$ cat src/source/pager_pkg.sv
// pager widths, types, register indices, protection codes and page-table field positions
`default_nettype none

package pager_pkg;

   localparam int WORD_W     = 36;
   localparam int VADDR_W    = 18;
   localparam int VPAGE_W    = 8;
   localparam int OFFSET_W   = 10;
   localparam int PPN_W      = 12;
   localparam int PADDR_W    = PPN_W + OFFSET_W;
   localparam int PT_BASE_W  = 16;
   localparam int PT_INDEX_W = 6;
   localparam int PROT_W     = 2;
   localparam int REG_SEL_W  = 3;
   localparam int CACHE_ENTRIES = 256;   // one entry per virtual page

   typedef logic [WORD_W-1:0]    word_t;
   typedef logic [VADDR_W-1:0]   vaddr_t;    // vpage in the top 8 bits, offset below
   typedef logic [VPAGE_W-1:0]   vpage_t;
   typedef logic [PPN_W-1:0]     ppn_t;
   typedef logic [PADDR_W-1:0]   paddr_t;    // {ppn, offset}
   typedef logic [PT_BASE_W-1:0] pt_base_t;  // page-table word is at {base, index}
   typedef logic [PROT_W-1:0]    prot_t;
   typedef logic [REG_SEL_W-1:0] reg_sel_t;

   // codes 1 and 2 are read only
   localparam prot_t PROT_NONE = 2'd0;
   localparam prot_t PROT_RW   = 2'd3;

   localparam reg_sel_t REG_STATUS = 3'd0;
   localparam reg_sel_t REG_ERROR  = 3'd1;
   localparam reg_sel_t REG_INVAL  = 3'd2;
   localparam reg_sel_t REG_ELB    = 3'd4;
   localparam reg_sel_t REG_EHB    = 3'd5;
   localparam reg_sel_t REG_ULB    = 3'd6;
   localparam reg_sel_t REG_UHB    = 3'd7;

   // virtual page fields: high segment, page-table index, right half
   localparam int VPAGE_HIGH_BIT  = 7;
   localparam int VPAGE_RIGHT_BIT = 0;

   // one page-table half, left half maps the even page
   localparam int PT_HALF_W   = 18;
   localparam int PT_PROT_LSB = 16;
   localparam int PT_AGE_BIT  = 13;     // ppn sits in the low 12 bits

   localparam int INV_SINGLE   = 0;
   localparam int INV_EXEC     = 1;
   localparam int INV_USER     = 2;
   localparam int INV_PAGE_LSB = 10;    // page to clear in bits 17:10

   localparam int STATUS_ENABLE = 0;
   localparam int BASE_LSB      = PT_INDEX_W; // base registers read as table address

   localparam int ERR_WRITE_BIT = 35;
   localparam int ERR_USER_BIT  = 34;
   localparam int ERR_PROT_LSB  = 32;   // vaddr in the low 18 bits

endpackage

`default_nettype wire
$ cat src/source/pager_ifs.sv
// cache fill and invalidate interfaces
`timescale 1ns/10ps
`default_nettype none

// walker to page cache, one entry per fill strobe
interface cache_fill_if import pager_pkg::*; ();
   logic   fill;
   logic   user;
   vpage_t vpage;
   ppn_t   ppn;
   prot_t  prot;

   modport source (output fill, output user, output vpage, output ppn, output prot);
   modport sink   (input fill, input user, input vpage, input ppn, input prot);
endinterface


`default_nettype wire

$ cat src/source/table_walker.sv
// miss FSM with page-table read, age write-back, protection check, replay and memory mux
`timescale 1ns/10ps
`default_nettype none

module table_walker import pager_pkg::*; (
   input  logic     clk,
   input  logic     reset,
   input  vaddr_t   mem_addr,
   input  logic     mem_user,
   input  logic     mem_read,
   input  logic     mem_write,
   input  word_t    mem_write_data,
   input  logic     paging_enable,
   input  pt_base_t elb,
   input  pt_base_t ehb,
   input  pt_base_t ulb,
   input  pt_base_t uhb,
   input  ppn_t     hit_ppn,
   input  prot_t    hit_prot,
   input  logic     sweeping_exec,
   input  logic     sweeping_user,
   input  word_t    pmem_read_data,
   input  logic     pmem_read_ack,
   input  logic     pmem_write_ack,
   output logic     read_ack,
   output logic     write_ack,
   output logic     page_fail,
   output paddr_t   pmem_addr,
   output word_t    pmem_write_data,
   output logic     pmem_read,
   output logic     pmem_write,
   output logic     fail_valid,
   output word_t    fail_word,
   output logic     lookup_user,
   output vpage_t   lookup_vpage,
   cache_fill_if.source cache_fill
);

   typedef enum logic [2:0] {IDLE, PTE_WAIT, PTE_CHECK, AGE_WAIT, REPLAY, REPLAY_WAIT} state_t;

   state_t   state;
   state_t   next_state;
   logic     miss;
   logic     save_request;
   vaddr_t   saved_addr;
   logic     saved_user;
   logic     saved_write;
   word_t    saved_data;
   word_t    saved_pte;
   vpage_t   saved_vpage;
   pt_base_t pte_base;
   paddr_t   pte_addr;
   paddr_t   mapped_addr;
   paddr_t   replay_addr;
   logic [PT_HALF_W-1:0] pte_half;
   prot_t    pte_prot;
   ppn_t     pte_ppn;
   logic     pte_age;
   word_t    age_mask;
   logic     prot_fail;
   logic     replay_done;

   assign lookup_user  = mem_user;
   assign lookup_vpage = mem_addr[VADDR_W-1 -: VPAGE_W];

   // unpaged addresses are just zero-extended
   assign mapped_addr = paging_enable ? {hit_ppn, mem_addr[OFFSET_W-1:0]} : paddr_t'(mem_addr);
   assign miss = paging_enable && (mem_read || mem_write) &&
                 ((mem_user ? sweeping_user : sweeping_exec) ||
                  (mem_read && hit_prot == PROT_NONE) ||
                  (mem_write && hit_prot != PROT_RW));

   assign saved_vpage = saved_addr[VADDR_W-1 -: VPAGE_W];
   always_comb begin
      case ({saved_user, saved_vpage[VPAGE_HIGH_BIT]})
         2'b00:   pte_base = elb;
         2'b01:   pte_base = ehb;
         2'b10:   pte_base = ulb;
         default: pte_base = uhb;
      endcase
   end
   assign pte_addr = {pte_base, saved_vpage[VPAGE_HIGH_BIT-1 -: PT_INDEX_W]};

   // odd pages live in the right half of the table word
   assign pte_half = saved_vpage[VPAGE_RIGHT_BIT] ? saved_pte[PT_HALF_W-1:0]
                                                  : saved_pte[WORD_W-1 -: PT_HALF_W];
   assign pte_prot = pte_half[PT_PROT_LSB +: PROT_W];
   assign pte_age  = pte_half[PT_AGE_BIT];
   assign pte_ppn  = pte_half[PPN_W-1:0];
   assign age_mask = word_t'(1) << (saved_vpage[VPAGE_RIGHT_BIT] ? PT_AGE_BIT
                                                                 : PT_AGE_BIT + PT_HALF_W);
   assign prot_fail   = (pte_prot == PROT_NONE) || (saved_write && pte_prot != PROT_RW);
   assign replay_addr = {pte_ppn, saved_addr[OFFSET_W-1:0]};
   assign replay_done = saved_write ? pmem_write_ack : pmem_read_ack;

   assign cache_fill.user  = saved_user;
   assign cache_fill.vpage = saved_vpage;
   assign cache_fill.ppn   = pte_ppn;
   assign cache_fill.prot  = pte_prot;

   always_comb begin
      fail_word = '0;
      fail_word[ERR_WRITE_BIT] = saved_write;
      fail_word[ERR_USER_BIT]  = saved_user;
      fail_word[ERR_PROT_LSB +: PROT_W] = pte_prot;
      fail_word[VADDR_W-1:0]   = saved_addr;
   end

   always_ff @(posedge clk) begin
      if (reset)
         state <= IDLE;
      else
         state <= next_state;
   end

   always_ff @(posedge clk) begin
      if (save_request) begin
         saved_addr  <= mem_addr;
         saved_user  <= mem_user;
         saved_write <= mem_write;
         saved_data  <= mem_write_data;
      end
      if (state == PTE_WAIT && pmem_read_ack)
         saved_pte <= pmem_read_data;
   end

   always_comb begin
      next_state      = state;
      save_request    = 1'b0;
      pmem_addr       = mapped_addr;
      pmem_write_data = mem_write_data;
      pmem_read       = 1'b0;
      pmem_write      = 1'b0;
      read_ack        = 1'b0;
      write_ack       = 1'b0;
      page_fail       = 1'b0;
      fail_valid      = 1'b0;
      cache_fill.fill = 1'b0;
      case (state)
         IDLE: begin
            if (miss) begin
               save_request = 1'b1;
               next_state   = PTE_WAIT;
            end else begin            // hit or unpaged, straight through
               pmem_read = mem_read;
               pmem_write = mem_write;
               read_ack  = pmem_read_ack;
               write_ack = pmem_write_ack;
            end
         end
         PTE_WAIT: begin
            pmem_addr = pte_addr;
            pmem_read = 1'b1;
            if (pmem_read_ack)
               next_state = PTE_CHECK;
         end
         PTE_CHECK: begin
            cache_fill.fill = 1'b1;
            next_state = pte_age ? AGE_WAIT : REPLAY;
         end
         AGE_WAIT: begin
            pmem_addr       = pte_addr;
            pmem_write_data = saved_pte & ~age_mask;
            pmem_write      = 1'b1;
            if (pmem_write_ack)
               next_state = REPLAY;
         end
         REPLAY, REPLAY_WAIT: begin
            if (state == REPLAY && prot_fail) begin
               // complete the access so the processor can take the fault
               page_fail  = 1'b1;
               fail_valid = 1'b1;
               read_ack   = !saved_write;
               write_ack  = saved_write;
               next_state = IDLE;
            end else begin
               pmem_addr       = replay_addr;
               pmem_write_data = saved_data;
               pmem_read       = !saved_write;
               pmem_write      = saved_write;
               read_ack        = !saved_write && pmem_read_ack;
               write_ack       = saved_write && pmem_write_ack;
               next_state      = replay_done ? IDLE : REPLAY_WAIT;
            end
         end
         default: next_state = IDLE;
      endcase
   end

endmodule

`default_nettype wire

$ cat src/flat_wrapper.sv
// flat-port wrapper written by rule: the top's interface ports become plain ports
module table_walker_flat import pager_pkg::*;
  (clk, reset, mem_addr, mem_user, mem_read, mem_write, mem_write_data, paging_enable, elb, ehb, ulb, uhb, hit_ppn, hit_prot, sweeping_exec, sweeping_user, pmem_read_data, pmem_read_ack, pmem_write_ack, read_ack, write_ack, page_fail, pmem_addr, pmem_write_data, pmem_read, pmem_write, fail_valid, fail_word, lookup_user, lookup_vpage, cache_fill_fill, cache_fill_user, cache_fill_vpage, cache_fill_ppn, cache_fill_prot);
  cache_fill_if cache_fill_i ();
  input  logic clk;
  input  logic reset;
  input  vaddr_t mem_addr;
  input  logic mem_user;
  input  logic mem_read;
  input  logic mem_write;
  input  word_t mem_write_data;
  input  logic paging_enable;
  input  pt_base_t elb;
  input  pt_base_t ehb;
  input  pt_base_t ulb;
  input  pt_base_t uhb;
  input  ppn_t hit_ppn;
  input  prot_t hit_prot;
  input  logic sweeping_exec;
  input  logic sweeping_user;
  input  word_t pmem_read_data;
  input  logic pmem_read_ack;
  input  logic pmem_write_ack;
  output logic read_ack;
  output logic write_ack;
  output logic page_fail;
  output paddr_t pmem_addr;
  output word_t pmem_write_data;
  output logic pmem_read;
  output logic pmem_write;
  output logic fail_valid;
  output word_t fail_word;
  output logic lookup_user;
  output vpage_t lookup_vpage;
  output wire logic [$bits(cache_fill_i.fill)-1:0] cache_fill_fill;
  output wire logic [$bits(cache_fill_i.user)-1:0] cache_fill_user;
  output wire logic [$bits(cache_fill_i.vpage)-1:0] cache_fill_vpage;
  output wire logic [$bits(cache_fill_i.ppn)-1:0] cache_fill_ppn;
  output wire logic [$bits(cache_fill_i.prot)-1:0] cache_fill_prot;
  assign cache_fill_fill = cache_fill_i.fill;
  assign cache_fill_user = cache_fill_i.user;
  assign cache_fill_vpage = cache_fill_i.vpage;
  assign cache_fill_ppn = cache_fill_i.ppn;
  assign cache_fill_prot = cache_fill_i.prot;
  table_walker u_core (.clk(clk), .reset(reset), .mem_addr(mem_addr), .mem_user(mem_user), .mem_read(mem_read), .mem_write(mem_write), .mem_write_data(mem_write_data), .paging_enable(paging_enable), .elb(elb), .ehb(ehb), .ulb(ulb), .uhb(uhb), .hit_ppn(hit_ppn), .hit_prot(hit_prot), .sweeping_exec(sweeping_exec), .sweeping_user(sweeping_user), .pmem_read_data(pmem_read_data), .pmem_read_ack(pmem_read_ack), .pmem_write_ack(pmem_write_ack), .read_ack(read_ack), .write_ack(write_ack), .page_fail(page_fail), .pmem_addr(pmem_addr), .pmem_write_data(pmem_write_data), .pmem_read(pmem_read), .pmem_write(pmem_write), .fail_valid(fail_valid), .fail_word(fail_word), .lookup_user(lookup_user), .lookup_vpage(lookup_vpage), .cache_fill(cache_fill_i));
endmodule
$ cat config.mk
export PLATFORM = sky130hd
export DESIGN_NAME = table_walker_flat
export DESIGN_NICKNAME = d
export VERILOG_FILES = /design/src/source/pager_pkg.sv /design/src/source/pager_ifs.sv /design/src/source/table_walker.sv /design/src/flat_wrapper.sv
export SDC_FILE = /design/constraint.sdc
export NUM_CORES = 1
export LEC_CHECK = 0
export BUFFER_PORTS_ARGS = -buffer_cell sky130_fd_sc_hd__buf_2
export CORE_AREA = 2 2 122 124
export DETAILED_ROUTE_END_ITERATION = 16
export DIE_AREA = 0 0 124 126
export GPL_TIMING_DRIVEN = 0
export PLACE_DENSITY = 0.7
export SYNTH_ARGS = -nofsm -noshare
export SYNTH_HDL_FRONTEND = slang
export SYNTH_SLANG_ARGS = --single-unit
$ cat constraint.sdc
create_clock -name clk -period 5.6 [get_ports clk]
set_input_delay 1.4 -clock clk [delete_from_list [all_inputs] [get_ports clk]]
set_output_delay 1.4 -clock clk [all_outputs]
set_load 0.02 [all_outputs]
==> metrics, run 1 <==
worst ir drop on vdd 0.186 mV; CP Data Required Time 4200 ps; area delta synth->final 41.6%; total wire length 19700 µm; Core Box Area 14300 µm²; Syn. warnings 0; fmax 0.239 GHz; top post-synthesis cells by area edfxtp_1 52%, a221o_1 8.8%, mux4_2 6.8%; status completed; Die Area 15600 µm²; Iter 0 DRT Violations 295; post-CTS setup buffers 0; TritonRoute pass-1 iters 6; most frequent cell after synthesis edfxtp_1; Worst EP arrival 2790 ps; Seq cells post-synth 95; synth cell count leaders 92 x edfxtp_1, 47 x a221o_1, 39 x buf_4, 36 x and3_1, 20 x nand2_1; unrepaired setup endpoints after global routing no; nets@finish 900; H-tree level count 3; design area 7530 µm²; largest net degree at the start of global routing 25; setup_tns 0 ps; DR vias 4871; beginning of the worst register-to-register path u_core.state[0]; first-pass GRT wire length 28100 µm; initial antenna violation count 0; Setup crit end kind output pin; Hold Buf Count CTS 0; post-synth top area cell edfxtp_1; fraction of layout cells with a size suffix above 1 0.568; Synth cell types 46; routability cong. 0.904; drt via density 5.35; WS Path Type primary input to output pin; Layout fillers 1335; initial core utilization 0.372; num rows 44; port buffer count 296; setup ws final 1410 ps; hold path start u_core.state[1]; Area after DPL 7200 µm²; Total GRT Usage 0.249; cell area after synthesis 5320 µm²; Avg Cell Area, Syn 13.4 µm²; Final ANT Viol Nets 0; routed len/inst 21.6 µm; Clock Sinks 95; clock-pin slew on the worst setup and hold paths 60 ps; pwr dens 281 nW/µm²; final worst path period need 4190 ps; cts repair resizes 0; Worst Hold Depth 3; area share of the largest cell type after synthesis 0.519; Slew Viols, Final 0; later-pin clock latency in the skew report 350 ps; Leak 3.38 nW; sequential fraction of the synthesis area 0.531; Tot Pwr 2.11 mW; diodes inserted 0; Worst Hold Path EP u_core.state[2]; HPWL Detailed 15900 µm; total CTS buffers 9; measured slew at the worst slew-check pin 683 ps; period utilization 0.749; share of flip-flops with an asynchronous set or reset 0; # DRC 0; Final setup violation count 0; Syn Inst Count 398; gr ovfl total 0; dominant synthesized flop cell edfxtp_1; max-cap viol count 0; Final Hold Fails 0; DP Worst Slack 1460 ps; hold slack 700 ps; r2r worst-path depth 5; Post-synth EDFFs 92; Slew HR 0.545; Clock Skew 5.24 ps; Hold Crit Class flip-flop to flip-flop; crit start category primary input; CTS tree done; reg2reg end u_core.saved_data[7]; Clock Path Buffers 2; CP Max Fanout 3; Die X 124 µm; vias in the first global route 4779; Reg2Reg Setup Slack 3340 ps; Root Buffer Master clkbuf_16; chip height 126 µm; I/O pin cnt 311
==> cells in the final DEF, fill, tap and decap left out, types with 14 or more instances in the layout <==
cell	synthesis	final
mux4_2	16	16
buf_2	8	304
buf_4	39	39
mux2_2	15	15
nand2_1	20	20
edfxtp_1	92	92
conb_1	1	14
a221o_1	47	47
clkbuf_1	14	16
and3_1	36	36
==> layer usage <==
layer,part of all wire,GRT usage,vias to the layer above
met4,0.017,0.0787,0
met1,0.42,0.330,2391
met5,0,0,-
li1,-,-,2229
met3,0.075,0.0548,20
met2,0.49,0.405,231
==> cells by family (layout without fill, tap and decap cells) <==
family | count (synthesis) | count (layout) | synth area share
AND/OR/NAND/NOR | 103 | 103 | 0.110
flip-flops | 95 | 95 | 0.531
AO/OA/AOI/OAI | 87 | 87 | 0.151
buffers and inverters | 71 | 387 | 0.0894
multiplexers | 41 | 41 | 0.118
other | 1 | 14 | 0.000705
==> worst max path at each step <==
stage	startpoint	slack, ps	depth (start not counted)	end
floorplan	hit_prot[1]	1290	3	u_core.cache_fill.user
global placement	mem_user	50	4	u_core.saved_data[7]
detailed placement	mem_user	1460	6	write_ack
CTS	mem_user	1460	6	write_ack
global route	paging_enable	1390	5	pmem_addr[14]
finish	mem_user	1410	6	write_ack
==> registers in the layout, indices dropped and copies added (netlist names) <==
name                    flops
u_core.state                3
u_core.saved_addr          18
u_core.cache_fill.user      1
u_core.saved_data          36
u_core.saved_write          1
u_core.saved_pte           36
==> per-stage QoR <==
stage                     instances   util
final                           911  0.526
after global routing            911  0.526
after CTS                       911  0.526
after detailed placement        895  0.503
after global placement          891  0.495
after floorplan                 411      -
==> final cells by class <==
class / count / area (µm²) / area share
flip-flops and latches: 95 / 2820 / 0.375
plain buffers: 69 / 468 / 0.0621
clock buffers: 11 / 233 / 0.0309
multi-input cells: 245 / 2090 / 0.277
well taps: 184 / 230 / 0.0306
clock inverters: 5 / 105 / 0.0139
repair buffers: 300 / 1580 / 0.210
inverters: 2 / 7.51 / 0.000996
==> critical path, cell delays in order <==
cell	delay [ps]
buf_2	110
mux2_2	370
a211oi_2	300
or2_2	200
o2bb2ai_1	180
buf_2	220
==> where the power goes <==
group	internal, mW	switching [mW]	total (mW)
Clock	0.439	0.271	0.710
Combinational	0.224	0.324	0.548
Sequential	0.836	0.0214	0.857
No activity file was read; power rests on OpenSTA's default activity.
==> inputs of run 2 (changes only) <==
--- a/config.mk
+++ b/config.mk
@@ -6,11 +6,11 @@
 export NUM_CORES = 1
 export LEC_CHECK = 0
 export BUFFER_PORTS_ARGS = -buffer_cell sky130_fd_sc_hd__buf_2
-export CORE_AREA = 2 2 122 124
+export CORE_AREA = 2 2 120 122
 export DETAILED_ROUTE_END_ITERATION = 16
-export DIE_AREA = 0 0 124 126
+export DIE_AREA = 0 0 122 124
 export GPL_TIMING_DRIVEN = 0
-export PLACE_DENSITY = 0.7
+export PLACE_DENSITY = 0.69
 export SYNTH_ARGS = -nofsm -noshare
 export SYNTH_HDL_FRONTEND = slang
 export SYNTH_SLANG_ARGS = --single-unit
==> constraint.sdc (replaced) <==
create_clock -name clk -period 4.1 [get_ports clk]
set_input_delay 1.025 -clock clk [delete_from_list [all_inputs] [get_ports clk]]
set_output_delay 1.025 -clock clk [all_outputs]
set_load 0.02 [all_outputs]
==> metrics, run 2 (synthesis gave the netlist of run 1 again) <==
status completed; hold slack 698 ps; later-pin clock latency in the skew report 350 ps; CP Data Required Time 3070 ps; num rows 43; met2 usage 0.382; Iter 0 DRT Violations 385; Top Usage Layer GRT met2; crit start category flip-flop; routed len/inst 21.0 µm; CP Max Fanout 10; worst stage delay on the critical path 400 ps; Final Hold Fails 0; power share of the combinational group 0.270; total wire length 19000 µm; Final ANT Viol Nets 0; hold path start u_core.state[1]; non-filler cells in the finished layout 907; beginning of the worst register-to-register path u_core.state[0]; internal power 1.92 mW; worst ir drop on vdd 0.230 mV; Die X 122 µm; Hold Buf Count CTS 0; met1 Use GR 0.310; period utilization 0.844; Die Area 15100 µm²; vias in the first global route 4638; Total GRT Usage 0.235; fraction of layout cells with a size suffix above 1 0.570; HPWL Detailed 15300 µm; fmax 0.289 GHz; cts repair resizes 0; commonest non-fill, non-tap cell in the layout buf_2; final worst path period need 3460 ps; unrepaired setup endpoints after global routing no; GR Util met3 0.0549; measured slew at the worst slew-check pin 621 ps; commonest cells after routing, fill and taps aside 304 x buf_2, 92 x edfxtp_1, 47 x a221o_1, 39 x buf_4, 36 x and3_1; pwr dens 367 nW/µm²; placed cell count 891; Clock Sinks 95; Core Box Area 13700 µm²; CTS tree done; initial antenna violation count 0; Root Buffer Master clkbuf_16; Final setup violation count 0; Largest regs u_core.saved_data (36), u_core.saved_pte (36), u_core.saved_addr (18); chip height 124 µm; drt via density 5.42; max-cap viol count 0; Worst Hold Path EP u_core.state[2]; Worst EP arrival 2440 ps; routability cong. 0.888; crit-path most repeated cell buf_2; Leak 3.36 nW; post-CTS setup buffers 0; CP max stage cell dfxtp_1; Reg2Reg Setup Slack 1940 ps; clock-pin slew on the worst setup and hold paths 60 ps; reg2reg end u_core.saved_data[9]; crit-path cells nor2b_1, buf_2, clkbuf_1, buf_2, nand2_1, o211ai_1, buf_2; H-tree level count 3; Slew HR 0.585; Setup crit end kind output pin; Worst Hold Depth 3; largest net degree at the start of global routing 33; switch share 0.302; gr ovfl total 0; I/O pin cnt 311; Clock Path Buffers 2; Clock Skew 4.53 ps; TritonRoute pass-1 iters 5; initial core utilization 0.388; Slew Viols, Final 0; Seq pwr share 0.426; DR vias 4918; total CTS buffers 9; area delta synth->final 40.5%; fin util 0.545; # DRC 0; nets@finish 900; r2r worst-path depth 5; net switching power 0.828 mW; first-pass GRT wire length 26200 µm; WS Path Type flip-flop to output pin; clock share of power 0.304; Hold Crit Class flip-flop to flip-flop; port buffer count 296
==> run 2: changes by cell type in the layout (fill, tap and decap cells not counted) <==
| cell | delta |
|---|---|
| diode_2 | +1 |
| clkinv_1 | -1 |
| inv_6 | +1 |
| bufinv_16 | -2 |
| buf_16 | -1 |
| clkinv_4 | +1 |
| clkinv_2 | +2 |
| clkbuf_1 | -1 |
| buf_12 | +1 |
| inv_8 | -1 |
==> run 2: stage by stage <==
stage          power, mW  area [µm²]  TNS, ps  setup slack (ps)
2_1_floorplan       1.62        5370        0               169
3_3_place_gp        1.90        7080   -60710             -1090
3_5_place_dp        1.93        7180        0               714
4_1_cts             2.76        7470        0               673
5_1_grt             2.85        7470        0               436
6_report            2.75        7470        0               638
==> run 2: worst max path at each step <==
stage | start | to | slack, ps | cells past startpoint
floorplan | hit_prot[1] | u_core.cache_fill.user | 170 | 3
global placement | mem_user | u_core.saved_data[25] | -1090 | 4
detailed placement | mem_user | write_ack | 710 | 6
CTS | u_core.state[0] | pmem_addr[19] | 670 | 7
global route | u_core.state[0] | pmem_addr[19] | 440 | 7
finish | u_core.state[0] | pmem_addr[19] | 640 | 7
==> run 2: critical path, delay by kind of cell, from the launching register on <==
kind                   cells  cell delay (ps)
buffers and inverters      4             1180
DFF                        1              400
AOI/OAI and AO/OA          1              100
and+or+nand+nor            2              410
==> run 2: per-layer routing <==
layer  part of all wire  wire length [µm]
met4              0.018               335
met5                  0                 0
met1               0.40              7660
met2               0.49              9370
met3              0.088              1670
==> run 2: cell type report <==
cell class,instances,area (µm²)
sequential,95,2820
antenna,1,2.50
inverter,2,7.51
tap,180,225
buffer,69,468
timing repair buffer,300,1570
clock buffer,10,229
clock inverter,5,57.6
fill,1230,6250
multi-input combinational,245,2090
==> run 2: power groups by stage <==
stage / clock (mW) / sequential, mW / combinational, mW
after floorplan: 0 / 1.20 / 0.421
after global placement: 0 / 1.19 / 0.705
after detailed placement: 0 / 1.19 / 0.738
after CTS: 0.849 / 1.17 / 0.741
after global routing: 0.884 / 1.18 / 0.787
final: 0.834 / 1.17 / 0.740
